--- src/core_cfg.svh ---
`ifndef CORE_CFG_SVH
`define CORE_CFG_SVH

// first fetch address
`define CORE_RESET_PC 64'h80000000

// mcause codes
`define CORE_CAUSE_ECALL   64'd11
`define CORE_CAUSE_ILLEGAL 64'd2

`define CORE_MSTATUS_RESET 64'h0

`endif

--- src/core_pkg.sv ---
package core_pkg;

  // rv64 major opcodes of the supported subset
  typedef enum logic [6:0] {
    OpImm  = 7'b0010011,
    Op     = 7'b0110011,
    Lui    = 7'b0110111,
    Load   = 7'b0000011,
    Store  = 7'b0100011,
    Branch = 7'b1100011,
    Jal    = 7'b1101111,
    Jalr   = 7'b1100111,
    System = 7'b1110011
  } opcodeT;

  typedef enum logic [2:0] {
    AluAdd, AluSub, AluAnd, AluOr, AluXor, AluSlt, AluPassB
  } aluOpT;

  typedef enum logic [1:0] {
    WbAlu, WbMem, WbPc4, WbCsr
  } wbSelT;

  typedef enum logic [2:0] {
    PcSeq, PcBranch, PcJal, PcJalr, PcTrap, PcMret
  } pcSelT;

  typedef enum logic [11:0] {
    CsrMstatus = 12'h300,
    CsrMtvec   = 12'h305,
    CsrMepc    = 12'h341,
    CsrMcause  = 12'h342
  } csrAddrT;

endpackage

--- src/writeBack.sv ---
`timescale 1ns/1ps

module writeBack (
  input  logic [63:0]       aluResult,
  input  logic [63:0]       memRdata,
  input  logic [63:0]       pc,
  input  logic [63:0]       csrRdata,
  input  core_pkg::wbSelT   wbSel,
  input  logic              memRead,
  input  logic              memWrite,
  input  logic              regWriteIn,
  output logic              memReadOut,
  output logic              memWriteOut,
  output logic              regWriteOut,
  output logic [63:0]       regData
);

  logic [63:0] pcPlus4;

  assign pcPlus4 = pc + 64'd4;                          // link value

  // strobes go straight to memory and register file
  assign memReadOut  = memRead;
  assign memWriteOut = memWrite;
  assign regWriteOut = regWriteIn;

  always_comb begin
    case (wbSel)
      core_pkg::WbMem: regData = memRdata;
      core_pkg::WbPc4: regData = pcPlus4;
      core_pkg::WbCsr: regData = csrRdata;              // old csr value
      default:         regData = aluResult;
    endcase
  end

endmodule
--- config.mk ---
export PLATFORM = sky130hd
export DESIGN_NAME = writeBack
export DESIGN_NICKNAME = d
export VERILOG_FILES = /design/src/core_cfg.svh /design/src/core_pkg.sv /design/src/writeBack.sv
export SDC_FILE = /design/constraint.sdc
export NUM_CORES = 1
export LEC_CHECK = 0
export ABC_AREA = 0
export BUFFER_PORTS_ARGS = -buffer_cell sky130_fd_sc_hd__buf_2
export CAP_MARGIN = 20
export CORE_AREA = 2 2 128 130
export DETAILED_ROUTE_END_ITERATION = 8
export DIE_AREA = 0 0 130 132
export GPL_TIMING_DRIVEN = 0
export SYNTH_ARGS = -nofsm -noshare
export SYNTH_HDL_FRONTEND = slang
export SYNTH_SLANG_ARGS = --single-unit
--- constraint.sdc ---
create_clock -name vclk -period 2.75
set_clock_uncertainty 0.2 [all_clocks]
set_input_delay 0.1375 -clock vclk [all_inputs]
set_output_delay 0.1375 -clock vclk [all_outputs]
set_load 0.02 [all_outputs]
==> key figures <==
Floorplanning
  – Die X: 130 um
  – Rows: 46
  – CORE AREA: 15710 um2
  – I/O pins: 328
  – Die height: 132 um
  – Die area: 17160 um2
  – Initial core utilization: 0.1911

STA
  – Rel. slew slack: 0.4149
  – Final setup fails: 0
  – Least-Margin Pin Slew: 877.6 ps
  – Tcrit/Tclk final: 0.9845
  – RSZ-0062 raised after global routing: true
  – Post-route minimum period: 2707 ps
  – Final hold vios: 0
  – Final slew viol count: 0
  – FMAX: 369.4 MHz
  – Worst setup margin: 42.59 ps

Power
  – Reg power frac: 0
  – Total power: 830.8 uW
  – Pwr dens: 159.2 nW/um2
  – Worst VDD drop: 0.06952 mV
  – Gate power share: 1.000
  – Clock share of power: 0
  – Sw frac: 0.5180
  – Static Leakage: 2.384 nW
  – Internal cell power: 400.5 uW
  – Switching pwr: 430.3 uW

Logic synthesis
  – Register area share after synthesis: 0
  – Area contributors post-synth: mux4_2, xor2_1, xnor2_1
  – Syn nets: 589
  – Yosys top cell area share: 0.4275
  – Synthesized instance count: 327
  – YS warnings: 0
  – Synthesized cell area: 3003 um2
  – Yosys cell types: 40
  – Syn avg cell area: 9.183 um2
  – Area leader, netlist: mux4_2

Critical path
  – Crit path cell chain: buf_2 -> nand4_1 -> nor4_4 -> buf_4 -> buf_4 -> nand3_4 -> nor4_4 -> xor2_1 -> mux4_2 -> buf_2
  – Slowest CP cell: nor4_4
  – Arrival time of the worst setup path: 2370 ps
  – Worst Setup Start Kind: input pin
  – Required time worst endpoint: 2410 ps
  – CP Max Fanout: 7
  – CP max stage delay: 470 ps
  – Worst Path Class, Setup: input pin to output port
  – Crit end category: output port

Hold path
  – Worst Hold Class: input pin to output port
  – Hold Startpoint: memWrite
  – Worst Hold End: memWriteOut
  – Hold Path Stages: 2

Drt
  – Vias per cell: 4.841
  – Antenna Nets Post-Route: 0
  – Routed WL per cell: 19.99 um
  – First DRT Iteration DRCs: 208
  – Final wirelength: 17650 um
  – Drt pass-1 iters: 6
  – Residual DRC count: 0
  – Via count: 4275

Placement
  – Area after DPL: 4950 um2
  – Placement Setup Slack: -412.8 ps
  – Port Buf Inserts: 323
  – Placer congestion estimate: 0.8141
  – DPL Wire Length: 15080 um

CTS
  – Cts hold-fix bufs: 0

Cells and area
  – Post-layout nets: 929
  – FF+latch count: 0
  – Area grow syn2layout: 73.75%
  – CLK BUF: 0
  – Layout Utilization: 0.3321
  – Fraction of layout cells with a size suffix above 1: 0.6662
  – Final Cell Area: 5218 um2
  – Storage cell area: 0 um2
  – Fillcell total: 1735
  – Multi-input logic area: 3035 um2

GRT
  – Initial antenna violation count: 2
  – Largest net degree at the start of global routing: 11
  – Overall routing resource usage: 0.1922
  – Global route overflow: 0
  – Vias in the first global route: 4435
  – Global-route wire length before repair: 24910 um

Flow run
  – Number of max-cap violations: 0

Status
  – Status: finished clean
## repair_timing
item	CTS	global route
buffers inserted	11	1
resized for setup	18	25
endpoints found under the setup margin	41	29
pin swaps	5	8
gates cloned	0	0
## stage by stage
stage / std cells / hold slack [ps] / setup TNS (ps)
after CTS: 880 / 293.6 / 0
final: 883 / 292.5 / 0
after global placement: 866 / 293.0 / -10490
after floorplan: 327 / 187.6 / 0
after detailed placement: 870 / 293.7 / -6656
after global routing: 883 / 298.3 / -133.7
## power groups by stage
| stage | Sequential [mW] | Clock, mW | Combinational (mW) |
|---|---|---|---|
| 5_1_grt | 0 | 0.0000000973 | 0.891 |
| 6_report | 0 | 0.0000000974 | 0.831 |
| 2_1_floorplan | 0 | 0 | 0.427 |
| 3_5_place_dp | 0 | 0 | 0.822 |
| 4_1_cts | 0 | 0 | 0.830 |
| 3_3_place_gp | 0 | 0 | 0.802 |
## cell usage after synthesis, drive strengths merged, types with 2 or more instances
library cell / count
xnor2: 27
and4: 9
nor4: 9
buf: 12
nand2b: 2
or3: 3
nor2: 24
xor2: 28
mux2i: 3
nor2b: 2
and2: 4
nand4: 17
nor3: 15
o21bai: 6
a22oi: 7
o21ai: 8
nand2: 30
and3: 7
inv: 6
mux4: 57
mux2: 4
clkbuf: 11
nand3: 28
## logic make-up (layout without fill, tap and decap cells)
kind of cell | count (synthesis) | after routing | synth area share
and+or+nand+nor | 154 | 154 | 0.2883
muxes | 64 | 64 | 0.4525
xor gates and xnor gates | 55 | 55 | 0.1604
buffers and inverters | 29 | 367 | 0.04083
AOI/OAI and AO/OA | 24 | 24 | 0.05375
adders and majority gates | 1 | 1 | 0.004166
other | 0 | 2 | 0
## cell type report
cell class                      instances  share of cell area
Timing Repair Buffer                  339              0.3393
Buffer                                 22             0.02182
Antenna cell                            2           0.0009592
Tap cell                              216             0.05180
Inverter                                6            0.004317
Multi-Input combinational cell        298              0.5818
## routing by layer
layer	track usage	share of wire	up-vias	wire length, um
li1	-	-	1983	-
met1	0.2368	0.41	2061	7264
met2	0.3604	0.51	225	8963
met3	0.03369	0.075	6	1323
met4	0.01195	0.0055	0	97
met5	0	0	-	0
## cell usage in the layout, fill, tap and decap left out, types with 4 or more instances in the layout
cell	n
nor3_1	7
buf_4	15
buf_8	4
clkbuf_2	6
buf_2	324
and4_1	6
and3_1	7
mux4_2	57
xor2_1	28
clkbuf_1	4
nand3_1	24
inv_1	6
nand2_1	28
nor2_1	24
buf_1	6
nand4_1	16
mux2_2	4
o21bai_1	6
a22oi_1	7
xnor2_1	27
o21ai_0	8
nor4_4	5
nor3_2	7
## worst max-delay path: cells and delay by family
kind	cells	cell delay, ps
AND/OR/NAND/NOR	4	1080
buffers and inverters	4	590
multiplexers	1	460
XOR/XNOR	1	100
## worst max path at each step
stage                     slack [ps]           to  depth (start not counted)   start
after floorplan                  390  regData[29]                          6   pc[2]
after detailed placement        -410  regData[58]                          9   pc[2]
final                             40  regData[50]                         10  pc[24]
after global placement          -390  regData[58]                          9   pc[2]
after CTS                          6  regData[54]                         11   pc[2]
after global routing             -50  regData[50]                         10  pc[24]
(Power assumes the default switching activity.)
