`src/core_cfg.svh`:
```
`ifndef CORE_CFG_SVH
`define CORE_CFG_SVH

// first fetch address
`define CORE_RESET_PC 64'h80000000

// mcause codes
`define CORE_CAUSE_ECALL   64'd11
`define CORE_CAUSE_ILLEGAL 64'd2

`define CORE_MSTATUS_RESET 64'h0

`endif

```
`src/core_pkg.sv`:
```
package core_pkg;

  // rv64 major opcodes of the supported subset
  typedef enum logic [6:0] {
    OpImm  = 7'b0010011,
    Op     = 7'b0110011,
    Lui    = 7'b0110111,
    Load   = 7'b0000011,
    Store  = 7'b0100011,
    Branch = 7'b1100011,
    Jal    = 7'b1101111,
    Jalr   = 7'b1100111,
    System = 7'b1110011
  } opcodeT;

  typedef enum logic [2:0] {
    AluAdd, AluSub, AluAnd, AluOr, AluXor, AluSlt, AluPassB
  } aluOpT;

  typedef enum logic [1:0] {
    WbAlu, WbMem, WbPc4, WbCsr
  } wbSelT;

  typedef enum logic [2:0] {
    PcSeq, PcBranch, PcJal, PcJalr, PcTrap, PcMret
  } pcSelT;

  typedef enum logic [11:0] {
    CsrMstatus = 12'h300,
    CsrMtvec   = 12'h305,
    CsrMepc    = 12'h341,
    CsrMcause  = 12'h342
  } csrAddrT;

endpackage

```
`src/instDecoder.sv`:
```
`timescale 1ns/1ps

module instDecoder (
  input  logic [31:0]       inst,
  output logic [4:0]        rs1Addr,
  output logic [4:0]        rs2Addr,
  output logic [4:0]        rdAddr,
  output logic [63:0]       imm,
  output core_pkg::aluOpT   aluOp,
  output logic              useImm,
  output logic              usePc,
  output logic              branchNe,
  output logic              regWrite,
  output logic              memRead,
  output logic              memWrite,
  output logic              csrWrite,
  output logic              trapEcall,
  output logic              trapIllegal,
  output core_pkg::wbSelT   wbSel,
  output core_pkg::pcSelT   pcSel,
  output logic [11:0]       csrAddr
);

  core_pkg::opcodeT opcode;
  logic [2:0]  funct3;
  logic [6:0]  funct7;
  logic [63:0] immI, immS, immB, immU, immJ;
  logic        wantWrite;

  assign opcode  = core_pkg::opcodeT'(inst[6:0]);
  assign funct3  = inst[14:12];
  assign funct7  = inst[31:25];
  assign rs1Addr = inst[19:15];
  assign rs2Addr = inst[24:20];
  assign rdAddr  = inst[11:7];
  assign csrAddr = inst[31:20];

  assign immI = {{52{inst[31]}}, inst[31:20]};
  assign immS = {{52{inst[31]}}, inst[31:25], inst[11:7]};
  assign immB = {{52{inst[31]}}, inst[7], inst[30:25], inst[11:8], 1'b0};
  assign immU = {{32{inst[31]}}, inst[31:12], 12'b0};
  assign immJ = {{44{inst[31]}}, inst[19:12], inst[20], inst[30:21], 1'b0};

  // never retire a write to x0
  assign regWrite = wantWrite && (rdAddr != 5'd0);

  always_comb begin
    aluOp       = core_pkg::AluAdd;
    imm         = 64'd0;
    useImm      = 1'b0;
    usePc       = 1'b0;
    branchNe    = 1'b0;
    wantWrite   = 1'b0;
    memRead     = 1'b0;
    memWrite    = 1'b0;
    csrWrite    = 1'b0;
    trapEcall   = 1'b0;
    trapIllegal = 1'b0;
    wbSel       = core_pkg::WbAlu;
    pcSel       = core_pkg::PcSeq;
    case (opcode)
      core_pkg::OpImm: begin
        imm    = immI;
        useImm = 1'b1;
        if (funct3 == 3'b000) wantWrite = 1'b1;       // addi only
        else trapIllegal = 1'b1;
      end
      core_pkg::Op: begin
        wantWrite = 1'b1;
        case ({funct7, funct3})
          10'b0000000_000: aluOp = core_pkg::AluAdd;
          10'b0100000_000: aluOp = core_pkg::AluSub;
          10'b0000000_111: aluOp = core_pkg::AluAnd;
          10'b0000000_110: aluOp = core_pkg::AluOr;
          10'b0000000_100: aluOp = core_pkg::AluXor;
          10'b0000000_010: aluOp = core_pkg::AluSlt;
          default: trapIllegal = 1'b1;
        endcase
      end
      core_pkg::Lui: begin
        aluOp     = core_pkg::AluPassB;
        imm       = immU;
        useImm    = 1'b1;
        wantWrite = 1'b1;
      end
      core_pkg::Load: begin
        imm    = immI;
        useImm = 1'b1;
        wbSel  = core_pkg::WbMem;
        if (funct3 == 3'b011) begin                    // ld
          memRead   = 1'b1;
          wantWrite = 1'b1;
        end else begin
          trapIllegal = 1'b1;
        end
      end
      core_pkg::Store: begin
        imm    = immS;
        useImm = 1'b1;
        if (funct3 == 3'b011) memWrite = 1'b1;          // sd
        else trapIllegal = 1'b1;
      end
      core_pkg::Branch: begin
        imm    = immB;
        useImm = 1'b1;
        usePc  = 1'b1;                                  // alu shows the target
        pcSel  = core_pkg::PcBranch;
        case (funct3)
          3'b000:  branchNe = 1'b0;
          3'b001:  branchNe = 1'b1;
          default: trapIllegal = 1'b1;
        endcase
      end
      core_pkg::Jal: begin
        imm       = immJ;
        useImm    = 1'b1;
        usePc     = 1'b1;
        wantWrite = 1'b1;
        wbSel     = core_pkg::WbPc4;
        pcSel     = core_pkg::PcJal;
      end
      core_pkg::Jalr: begin
        imm    = immI;
        useImm = 1'b1;
        wbSel  = core_pkg::WbPc4;
        pcSel  = core_pkg::PcJalr;
        if (funct3 == 3'b000) wantWrite = 1'b1;
        else trapIllegal = 1'b1;
      end
      core_pkg::System: begin
        if (funct3 == 3'b001) begin                    // csrrw
          csrWrite  = 1'b1;
          wantWrite = 1'b1;
          wbSel     = core_pkg::WbCsr;
        end else if (inst == 32'h00000073) begin
          trapEcall = 1'b1;
          pcSel     = core_pkg::PcTrap;
        end else if (inst == 32'h30200073) begin
          pcSel = core_pkg::PcMret;
        end else begin
          trapIllegal = 1'b1;
        end
      end
      default: trapIllegal = 1'b1;
    endcase

    // unknown word: trap with all strobes low
    if (trapIllegal) begin
      wantWrite = 1'b0;
      memRead   = 1'b0;
      memWrite  = 1'b0;
      csrWrite  = 1'b0;
      pcSel     = core_pkg::PcTrap;
    end
  end

endmodule

```
`config.mk`:
```
export PLATFORM = sky130hd
export DESIGN_NAME = instDecoder
export DESIGN_NICKNAME = d
export VERILOG_FILES = /design/src/core_cfg.svh /design/src/core_pkg.sv /design/src/instDecoder.sv
export SDC_FILE = /design/constraint.sdc
export NUM_CORES = 1
export LEC_CHECK = 0
export ABC_AREA = 0
export BUFFER_PORTS_ARGS = -buffer_cell sky130_fd_sc_hd__buf_2
export CAP_MARGIN = 15
export CORE_ASPECT_RATIO = 2
export CORE_MARGIN = 2
export CORE_UTILIZATION = 30
export DETAILED_ROUTE_END_ITERATION = 6
export PLACE_DENSITY = 0.76
export SLEW_MARGIN = 30
export SYNTH_ARGS = -nofsm -noshare
export SYNTH_HDL_FRONTEND = slang
export SYNTH_SLANG_ARGS = --single-unit
```
`constraint.sdc`:
```
create_clock -name vclk -period 4.02
set_clock_uncertainty 0.2 [all_clocks]
set_input_delay 1.005 -clock vclk [all_inputs]
set_output_delay 1.005 -clock vclk [all_outputs]
set_load 0.01 [all_outputs]
```
==> impl_metrics.py <==
metrics = {
    "status": {
        "status": "complete, no violations",
    },
    "synth": {
        "synth_sequential_area_ratio": 0,
        "yosys_warnings": 0,
        "ys_types": 46,
        "synthCells": 204,
        "synth_area_mm2": 0.001374,
        "synth_top_area_share": 0.3388,
        "synth_nets": 236,
        "synth.avg_cell_area_um2": 6.734,
        "synth_largest_area_cell": "buf_4",
        "synth.most_common_cell": "buf_4",
        "synth.area.top_cells": "buf_4 34%, a21o_1 10%, nor2b_1 3.6%",
        "synth_commonest_cells": "62 x buf_4, 19 x a21o_1, 13 x nor2_1, 11 x nand2_1, 8 x nor2b_1",
    },
    "timing": {
        "worst_pin_slew_ns": 0.5673,
        "maxSlewHeadroom": 0.6183,
        "hold_violations": 0,
        "setup_tns_ns": 0,
        "finalWorstSetupSlack_ns": 0.1695,
        "setup_viol": 0,
        "rsz0062_at_grt": "false",
        "period_share": 0.9578,
        "finalMaxSlewViolations": 0,
        "fin_crit_ns": 3.851,
        "fmax_mhz": 259.7,
    },
    "place": {
        "placed_area_mm2": 0.001663,
        "pre_cts_slack_ns": 0.1428,
        "dp_hpwl_um": 3942,
        "io_buffers": 140,
        "place_congestion": 0.9323,
    },
    "grt": {
        "grt_pass1_wl_um": 7079,
        "grt_max_degree": 34,
        "grt_pass1_vias": 1454,
        "gr-usage-all-layers": 0.1686,
        "antenna_found_initial": 0,
        "grt.overflow.total": 0,
    },
    "power": {
        "p_leak_nw": 1.125,
        "p_per_area_mw_per_mm2": 69.77,
        "max-vdd-ir-drop_mv": 0.04122,
    },
    "layout": {
        "final_nets": 311,
        "drive_gt1_frac": 0.5596,
        "fillers": 510,
        "design.seq.count": 0,
        "diodes": 0,
        "fin_area_mm2": 0.001668,
        "clock_buffers": 0,
        "regArea_um2": 0,
        "syn2layout_area_growth_pct": 21.40,
    },
    "floorplan": {
        "die-height_um": 99.70,
        "start_util": 0.3135,
        "fp.coreArea_mm2": 0.004382,
        "boundaryPins": 140,
        "placementRows": 34,
        "die-area_mm2": 0.005169,
        "die_x_um": 51.85,
    },
    "setup_path": {
        "crit_path_start_kind": "input pin",
        "cp-end-kind": "output pin",
        "cp.arrival_ns": 2.65,
        "crit_fanout": 22,
        "crit_required_ns": 2.81,
        "critPathKind": "in2out",
    },
    "routing": {
        "drt_iter0_drc": 27,
        "via_per_inst": 5.060,
        "wl_um": 4612,
        "wire_per_inst_um": 13.93,
        "dr.pass1.iters": 4,
        "drcViolationCount": 0,
        "vias": 1675,
        "ant_nets": 0,
    },
    "worst_hold_path": {
        "min_path_type": "in2out",
    },
    "clock_network": {
        "cts_setup_buffers": 0,
    },
    "job": {
        "drv_cap": 0,
    },
}
per-stage QoR:
stage | instances | total power, mW | hold WS, ns | utilization
finish | 331 | 0.1164 | 2.025 | 0.3806
global route | 331 | 0.1275 | 2.032 | 0.3806
detailed placement | 331 | 0.1163 | 2.027 | 0.3795
global placement | 331 | 0.1145 | 2.023 | 0.3795
CTS | 331 | 0.1165 | 2.028 | 0.3795
floorplan | 204 | 0.08662 | 1.902 | -
repair_timing:
item | in CTS | in global routing
setup endpoints to repair | 0 | 33
gates resized for setup | 0 | 2
hold buffers | 0 | 0
critical path, cell delays in order:
cell      delay [ns]
buf_2           0.21
or3_1           0.40
a21oi_1         0.17
o221ai_1        0.14
a211oi_2        0.34
nor3b_2         0.21
buf_2           0.15
report_power, final:
group          leakage (nW)  internal [mW]  total [mW]  switching, mW
Sequential                0              0           0              0
Clock                     0              0           0              0
Combinational          1.13         0.0460       0.116         0.0703
layout by cell type (no fill, tap or decap), types with 3 or more instances in the layout:
master / Yosys / final
a21o_1: 19 / 19
nand3_1: 5 / 5
buf_2: 6 / 140
nand2_1: 11 / 11
or3_1: 5 / 5
nor3_1: 5 / 5
a22o_1: 5 / 5
nor2_1: 13 / 13
nor4_1: 5 / 5
buf_4: 62 / 5
o22ai_1: 3 / 3
o21ai_0: 5 / 5
nor2b_1: 8 / 8
nand2b_1: 3 / 3
a31oi_1: 3 / 3
a21oi_1: 7 / 6
path summary, 6_finish.rpt:
| kind | start | cells past startpoint | endpoint | slack [ns] |
|---|---|---|---|---|
| min | inst[10] | 2 | rdAddr[3] | 2.02 |
| max | inst[6] | 7 | regWrite | 0.17 |
layout make-up:
class | instances | area, µm² | share of cell area
well taps | 54 | 67.56 | 0.04051
inverters | 2 | 7.507 | 0.004501
multi-input cells | 130 | 854.6 | 0.5124
repair buffers | 145 | 738.2 | 0.4426
routing by layer:
metal  GRT usage  part of all wire  vias to the layer above
li1            -                 -                      818
met1      0.1876              0.35                      739
met2      0.3116              0.52                      104
met3     0.01051             0.074                       14
met4     0.07287             0.050                        0
met5           0                 0                        -
kinds of logic (layout without fill, tap and decap cells):
logic type / Yosys count / in the layout / share of synthesized area
XOR/XNOR: 2 / 2 / 0.01275
buffers and inverters: 74 / 147 / 0.3825
AO/OA/AOI/OAI: 53 / 53 / 0.2751
multiplexers: 1 / 1 / 0.007286
AND/OR/NAND/NOR: 74 / 74 / 0.3224
(Power assumes the default switching activity.)
