$ cat config.mk
export PLATFORM = sky130hd
export DESIGN_NAME = execAlu
export DESIGN_NICKNAME = d
export VERILOG_FILES = /design/src/core_cfg.svh /design/src/core_pkg.sv /design/src/execAlu.sv
export SDC_FILE = /design/constraint.sdc
export NUM_CORES = 1
export LEC_CHECK = 0
export BUFFER_PORTS_ARGS = -buffer_cell sky130_fd_sc_hd__buf_2
export CORE_MARGIN = 4
export CORE_UTILIZATION = 51
export DETAILED_ROUTE_END_ITERATION = 10
export PLACE_DENSITY_LB_ADDON = 0.08
export SETUP_SLACK_MARGIN = 0.1
export SYNTH_ARGS = -nofsm -noshare
export SYNTH_HDL_FRONTEND = slang
export SYNTH_SLANG_ARGS = --single-unit
$ cat constraint.sdc
create_clock -name vclk -period 23.2
set_input_delay 3.48 -clock vclk [all_inputs]
set_output_delay 3.48 -clock vclk [all_outputs]
set_load 0.02 [all_outputs]
$ cat src/core_cfg.svh
`ifndef CORE_CFG_SVH
`define CORE_CFG_SVH

// first fetch address
`define CORE_RESET_PC 64'h80000000

// mcause codes
`define CORE_CAUSE_ECALL   64'd11
`define CORE_CAUSE_ILLEGAL 64'd2

`define CORE_MSTATUS_RESET 64'h0

`endif

$ cat src/core_pkg.sv
package core_pkg;

  // rv64 major opcodes of the supported subset
  typedef enum logic [6:0] {
    OpImm  = 7'b0010011,
    Op     = 7'b0110011,
    Lui    = 7'b0110111,
    Load   = 7'b0000011,
    Store  = 7'b0100011,
    Branch = 7'b1100011,
    Jal    = 7'b1101111,
    Jalr   = 7'b1100111,
    System = 7'b1110011
  } opcodeT;

  typedef enum logic [2:0] {
    AluAdd, AluSub, AluAnd, AluOr, AluXor, AluSlt, AluPassB
  } aluOpT;

  typedef enum logic [1:0] {
    WbAlu, WbMem, WbPc4, WbCsr
  } wbSelT;

  typedef enum logic [2:0] {
    PcSeq, PcBranch, PcJal, PcJalr, PcTrap, PcMret
  } pcSelT;

  typedef enum logic [11:0] {
    CsrMstatus = 12'h300,
    CsrMtvec   = 12'h305,
    CsrMepc    = 12'h341,
    CsrMcause  = 12'h342
  } csrAddrT;

endpackage

$ cat src/execAlu.sv
`timescale 1ns/1ps

module execAlu (
  input  logic [63:0]       pc,
  input  logic [63:0]       rs1Data,
  input  logic [63:0]       rs2Data,
  input  logic [63:0]       imm,
  input  core_pkg::aluOpT   aluOp,
  input  logic              useImm,
  input  logic              usePc,
  input  logic              branchNe,
  output logic [63:0]       aluResult,
  output logic              takeBranch
);

  logic [63:0] opA;
  logic [63:0] opB;

  assign opA = usePc ? pc : rs1Data;
  assign opB = useImm ? imm : rs2Data;

  always_comb begin
    case (aluOp)
      core_pkg::AluSub:   aluResult = opA - opB;
      core_pkg::AluAnd:   aluResult = opA & opB;
      core_pkg::AluOr:    aluResult = opA | opB;
      core_pkg::AluXor:   aluResult = opA ^ opB;
      core_pkg::AluSlt:   aluResult = {63'd0, $signed(opA) < $signed(opB)};
      core_pkg::AluPassB: aluResult = opB;              // lui
      default:            aluResult = opA + opB;
    endcase
  end

  assign takeBranch = (rs1Data == rs2Data) ^ branchNe;  // beq, or bne when inverted

endmodule

==> results of run 1 <==
==> routing by layer <==
metal | up-vias | share of wire, %
met4 | 0 | 5.5
met1 | 8828 | 38
met3 | 265 | 12
met5 | - | 0
li1 | 8504 | -
met2 | 1511 | 44
==> worst min-delay path by stage <==
stage	depth (start not counted)	slack (ns)	start	end
global placement	3	7.25	branchNe	takeBranch
finish	3	7.25	branchNe	takeBranch
global route	3	7.27	branchNe	takeBranch
CTS	3	7.25	branchNe	takeBranch
floorplan	1	7.10	branchNe	takeBranch
detailed placement	3	7.25	branchNe	takeBranch
==> cells by family (layout without fill, tap and decap cells) <==
| logic type | count (synthesis) | in the layout | share of synthesized area, % |
|---|---|---|---|
| AO/OA/AOI/OAI | 871 | 871 | 38.99 |
| AND/OR/NAND/NOR | 550 | 550 | 18.29 |
| adder cells (fa/ha/maj) | 194 | 194 | 17.16 |
| multiplexers | 133 | 133 | 9.678 |
| XOR/XNOR | 95 | 95 | 5.846 |
| buffers and inverters | 378 | 574 | 10.04 |
| other | 0 | 1 | 0 |
==> cells in the final DEF, fill, tap and decap left out, types with 32 or more instances in the layout <==
master / n
nor3_1: 32
o22ai_1: 64
nand4_1: 40
a21oi_1: 246
ha_1: 192
nand2_1: 173
mux2_2: 37
buf_2: 322
nor2_1: 150
mux2i_1: 96
xnor2_1: 92
o21ai_0: 213
inv_1: 222
==> layout make-up <==
class	instances	area share (%)
multi-input cells	1843	80.49
repair buffers	344	11.15
inverters	230	5.419
well taps	372	2.922
diodes	1	0.01571
==> per-stage QoR <==
stage	instance area (um2)	setup slack (ns)	hold slack, ns
4_1_cts	15930	10.72	7.250
5_1_grt	15930	10.46	7.271
2_1_floorplan	14230	10.50	7.102
3_5_place_dp	15930	10.73	7.250
6_report	15930	10.48	7.248
3_3_place_gp	15930	10.82	7.249
==> results.json, run 1 <==
{
  "status": "complete, no violations",
  "synthCells": 2221,
  "grt.met3_usage_pct": 6.923,
  "antenna_found_initial": 0,
  "final_antenna_net_count": 0,
  "drtPass1Iterations": 6,
  "dp_hpwl_um": 54370,
  "layout-drive-gt1-share_pct": 17.05,
  "slowest_delay_ns": 0.89,
  "clock_buffers": 0,
  "crit_chain": "buf_4, buf_4, mux2i_1, ha_1, or4_4, or4_4, a21oi_1, o211ai_1, nand4_1, a31oi_1, buf_4, o221a_2, a2111oi_0, nor2_1, o311a_1, buf_2",
  "cp.depth": 16,
  "dp.cells": 2789,
  "fmax_mhz": 78.59,
  "routed_wl_um": 69230,
  "rsz0062_at_grt": "no",
  "ff_latch_area_um2": 0,
  "slew_headroom_pct": 19.40,
  "synth_nets": 2677,
  "cp_max_fo": 33,
  "finalNonFillerCells": 2790,
  "ctsHoldBuffers": 0,
  "setup_viol": 0,
  "grt_max_degree": 73,
  "io_buffers": 327,
  "critPathKind": "input port to primary output",
  "slew_violations": 0,
  "vias": 19110,
  "slowest_stage": "a2111oi_0",
  "grt_usage_pct": 41.58,
  "synth_seq_area_share_pct": 0,
  "start_kind": "input port",
  "maxCapViolations": 0,
  "die_h_um": 175.1,
  "synth.distinct_cells": 84,
  "arrival_ns": 9.24,
  "crit_top_cell": "buf_4",
  "synth_area_leaders": "ha_1 (17%), a21oi_1 (8.6%), o21ai_0 (7.5%)",
  "grt-ovfl-total": 0,
  "post-route-min-period_ns": 12.72,
  "cp-end-kind": "primary output",
  "rows": 60,
  "crit_buf_inv": 4,
  "tns_ns": 0,
  "ys_top_cells_by_count": "a21oi_1 (246), inv_1 (222), o21ai_0 (214)",
  "synth_top_area_share_pct": 16.88,
  "grt_pass1_wl_um": 102700,
  "avgSynthCellArea_um2": 6.409,
  "nFlopsAndLatches": 0,
  "yosysWarningCount": 0,
  "busiest_layer": "met2",
  "synth_area_mm2": 0.01423,
  "drt_iter0_markers": 2962,
  "finalHoldViolations": 0,
  "place_congestion": 1.044,
  "yosysMostFrequentCell": "a21oi_1",
  "dieArea_mm2": 0.03065,
  "grt_pass1_vias": 17810,
  "cp-endpoint": "aluResult[0]",
  "cp_top_family": "compound AO/OA/AOI/OAI gates",
  "synth_largest_area_cell": "ha_1",
  "multi_input_area_mm2": 0.01282,
  "gr-usage-met2_pct": 67.85,
  "fin_crit_sh_pct": 54.85,
  "drc_errors": 0,
  "final_nets": 2875,
  "wl_per_cell_um": 24.81,
  "crit_start": "usePc",
  "area_growth_syn_to_layout_pct": 11.93,
  "start_util_pct": 52.38,
  "die_w_um": 175.1,
  "final_util_pct": 58.62,
  "n_fill_cell": 2689,
  "post_cts_resized": 0,
  "core_area_mm2": 0.02718,
  "cp.required_ns": 19.72,
  "cts_setup_buffers": 0,
  "vias_per_cell": 6.849,
  "grt_util_met1_pct": 54.13,
  "worstMarginPinSlew_ns": 1.204,
  "hold_class": "input port to primary output",
  "io_pins": 327
}
==> run 2: changes to the inputs <==
clock period = 10.65 ns   (was 23.2 ns; I/O delays follow)
==> run 2 against run 1 <==
Compared with the run above: core utilization about the same; routed wire length shrank 1.5%; hold slack lost 3.8 ns; cell area about the same; highest routed layer is now met5; critical path type unchanged; global-route usage decreased by 0.56 points; count of clock-buffer cells in the layout is the same; die area unchanged.
==> results.json, run 2 (synthesized netlist as in run 1, its figures left out) <==
{
  "status": "complete, no violations",
  "final_common_cell": "buf_2",
  "final_antenna_net_count": 0,
  "slew_violations": 0,
  "final_cell_mix": "buf_2 (322), a21oi_1 (246), inv_1 (222)",
  "power.total_mw": 1.341,
  "tns_ns": 0,
  "cts_setup_buffers": 0,
  "grt_util_met1_pct": 53.41,
  "maxCapViolations": 0,
  "setup_viol": 0,
  "fin_crit_sh_pct": 83.43,
  "grt_max_degree": 65,
  "drc_errors": 0,
  "hold_start": "branchNe",
  "leakage_nw": 7.400,
  "drt_iter0_markers": 2691,
  "grt_pass1_wl_um": 101700,
  "finalHoldViolations": 0,
  "rows": 60,
  "layout-drive-gt1-share_pct": 17.11,
  "crit_chain": "buf_4, mux2_2, inv_1, ha_1, or4_4, or4_4, a21oi_1, o211ai_1, nand4_1, a31oi_1, o221a_2, a2111oi_0, nor2_1, o311a_1, buf_2",
  "arrival_ns": 7.29,
  "gr-usage-met2_pct": 65.63,
  "crit_start": "useImm",
  "antenna_found_initial": 1,
  "slowest_delay_ns": 0.93,
  "grt-ovfl-total": 0,
  "busiest_layer": "met2",
  "start_util_pct": 52.38,
  "dp_hpwl_um": 54110,
  "drtPass1Iterations": 9,
  "grt_usage_pct": 41.02,
  "vias_per_cell": 6.793,
  "cp_max_fo": 64,
  "cp.required_ns": 9.05,
  "rsz0062_at_grt": "no",
  "crit_buf_inv": 3,
  "dieArea_mm2": 0.03065,
  "nFlopsAndLatches": 0,
  "area_growth_syn_to_layout_pct": 12.02,
  "holdPathEnd": "takeBranch",
  "final_nets": 2877,
  "p_per_area_mw_per_mm2": 84.13,
  "crit_top_cell": "or4_4",
  "io_pins": 327,
  "clock_buffers": 0,
  "start_kind": "input port",
  "final_util_pct": 58.67,
  "fmax_mhz": 112.5,
  "vias": 18960,
  "hold_class": "input port to primary output",
  "die_h_um": 175.1,
  "io_buffers": 327,
  "cp-end-kind": "primary output",
  "placed_cell_area_mm2": 0.01594,
  "worstMarginPinSlew_ns": 1.142,
  "n_antenna_cell": 0,
  "die_w_um": 175.1,
  "hold_depth": 3,
  "ir_drop_mv": 0.04515,
  "wl_per_cell_um": 24.43,
  "routed_wl_um": 68180,
  "cp_top_family": "compound AO/OA/AOI/OAI gates",
  "core_area_mm2": 0.02718,
  "critPathKind": "input port to primary output",
  "final_area_mm2": 0.01594,
  "slowest_stage": "a2111oi_0",
  "grt.met3_usage_pct": 7.486,
  "post-route-min-period_ns": 8.886,
  "place_congestion": 1.066,
  "ff_latch_area_um2": 0,
  "ctsHoldBuffers": 0,
  "grt_pass1_vias": 17670,
  "slew_headroom_pct": 23.62,
  "post_cts_resized": 0
}
## run 2: cell types whose count changed in the layout (fill, tap and decap cells not counted), sizes merged
cell / delta
buf: +2
diode: -1
## run 2: metrics by stage
stage,hold slack [ns],setup slack (ns),cells
3_3_place_gp,3.485,2.229,2791
2_1_floorplan,3.337,1.713,2221
3_5_place_dp,3.493,2.105,2791
5_1_grt,3.503,1.637,2791
6_report,3.491,1.764,2791
4_1_cts,3.493,2.096,2791
## run 2: worst min-delay path: stages
cell,delay (ns)
buf_2,0.09
xnor2_1,0.06
buf_2,0.15
## run 2: per-layer routing
metal / wire length [um] / part of all wire, % / up-vias
met3: 8549 / 13 / 259
met4: 4207 / 6.2 / 2
met5: 13 / 0.019 / -
met1: 26160 / 38 / 8735
li1: - / - / 8500
met2: 29250 / 43 / 1462
## run 2: how the worst max path moves through the flow
| stage | endpoint | slack, ns | depth (start not counted) |
|---|---|---|---|
| after floorplan | aluResult[50] | 1.71 | 17 |
| after global placement | aluResult[0] | 2.23 | 15 |
| final | aluResult[0] | 1.76 | 15 |
| after detailed placement | aluResult[0] | 2.10 | 14 |
| after global routing | aluResult[0] | 1.64 | 14 |
| after CTS | aluResult[0] | 2.10 | 15 |
## run 2: report_power, final
part	switching (mW)	internal [mW]
Combinational	0.893	0.448
Sequential	0	0
Clock	0	0
## run 2: final cells by class
class                      instances  area [um2]
tap                              372       465.4
timing repair buffer             346        1792
fill                            2741       11230
multi-input combinational       1843       12820
inverter                         230       863.3
(Power assumes the default switching activity.)
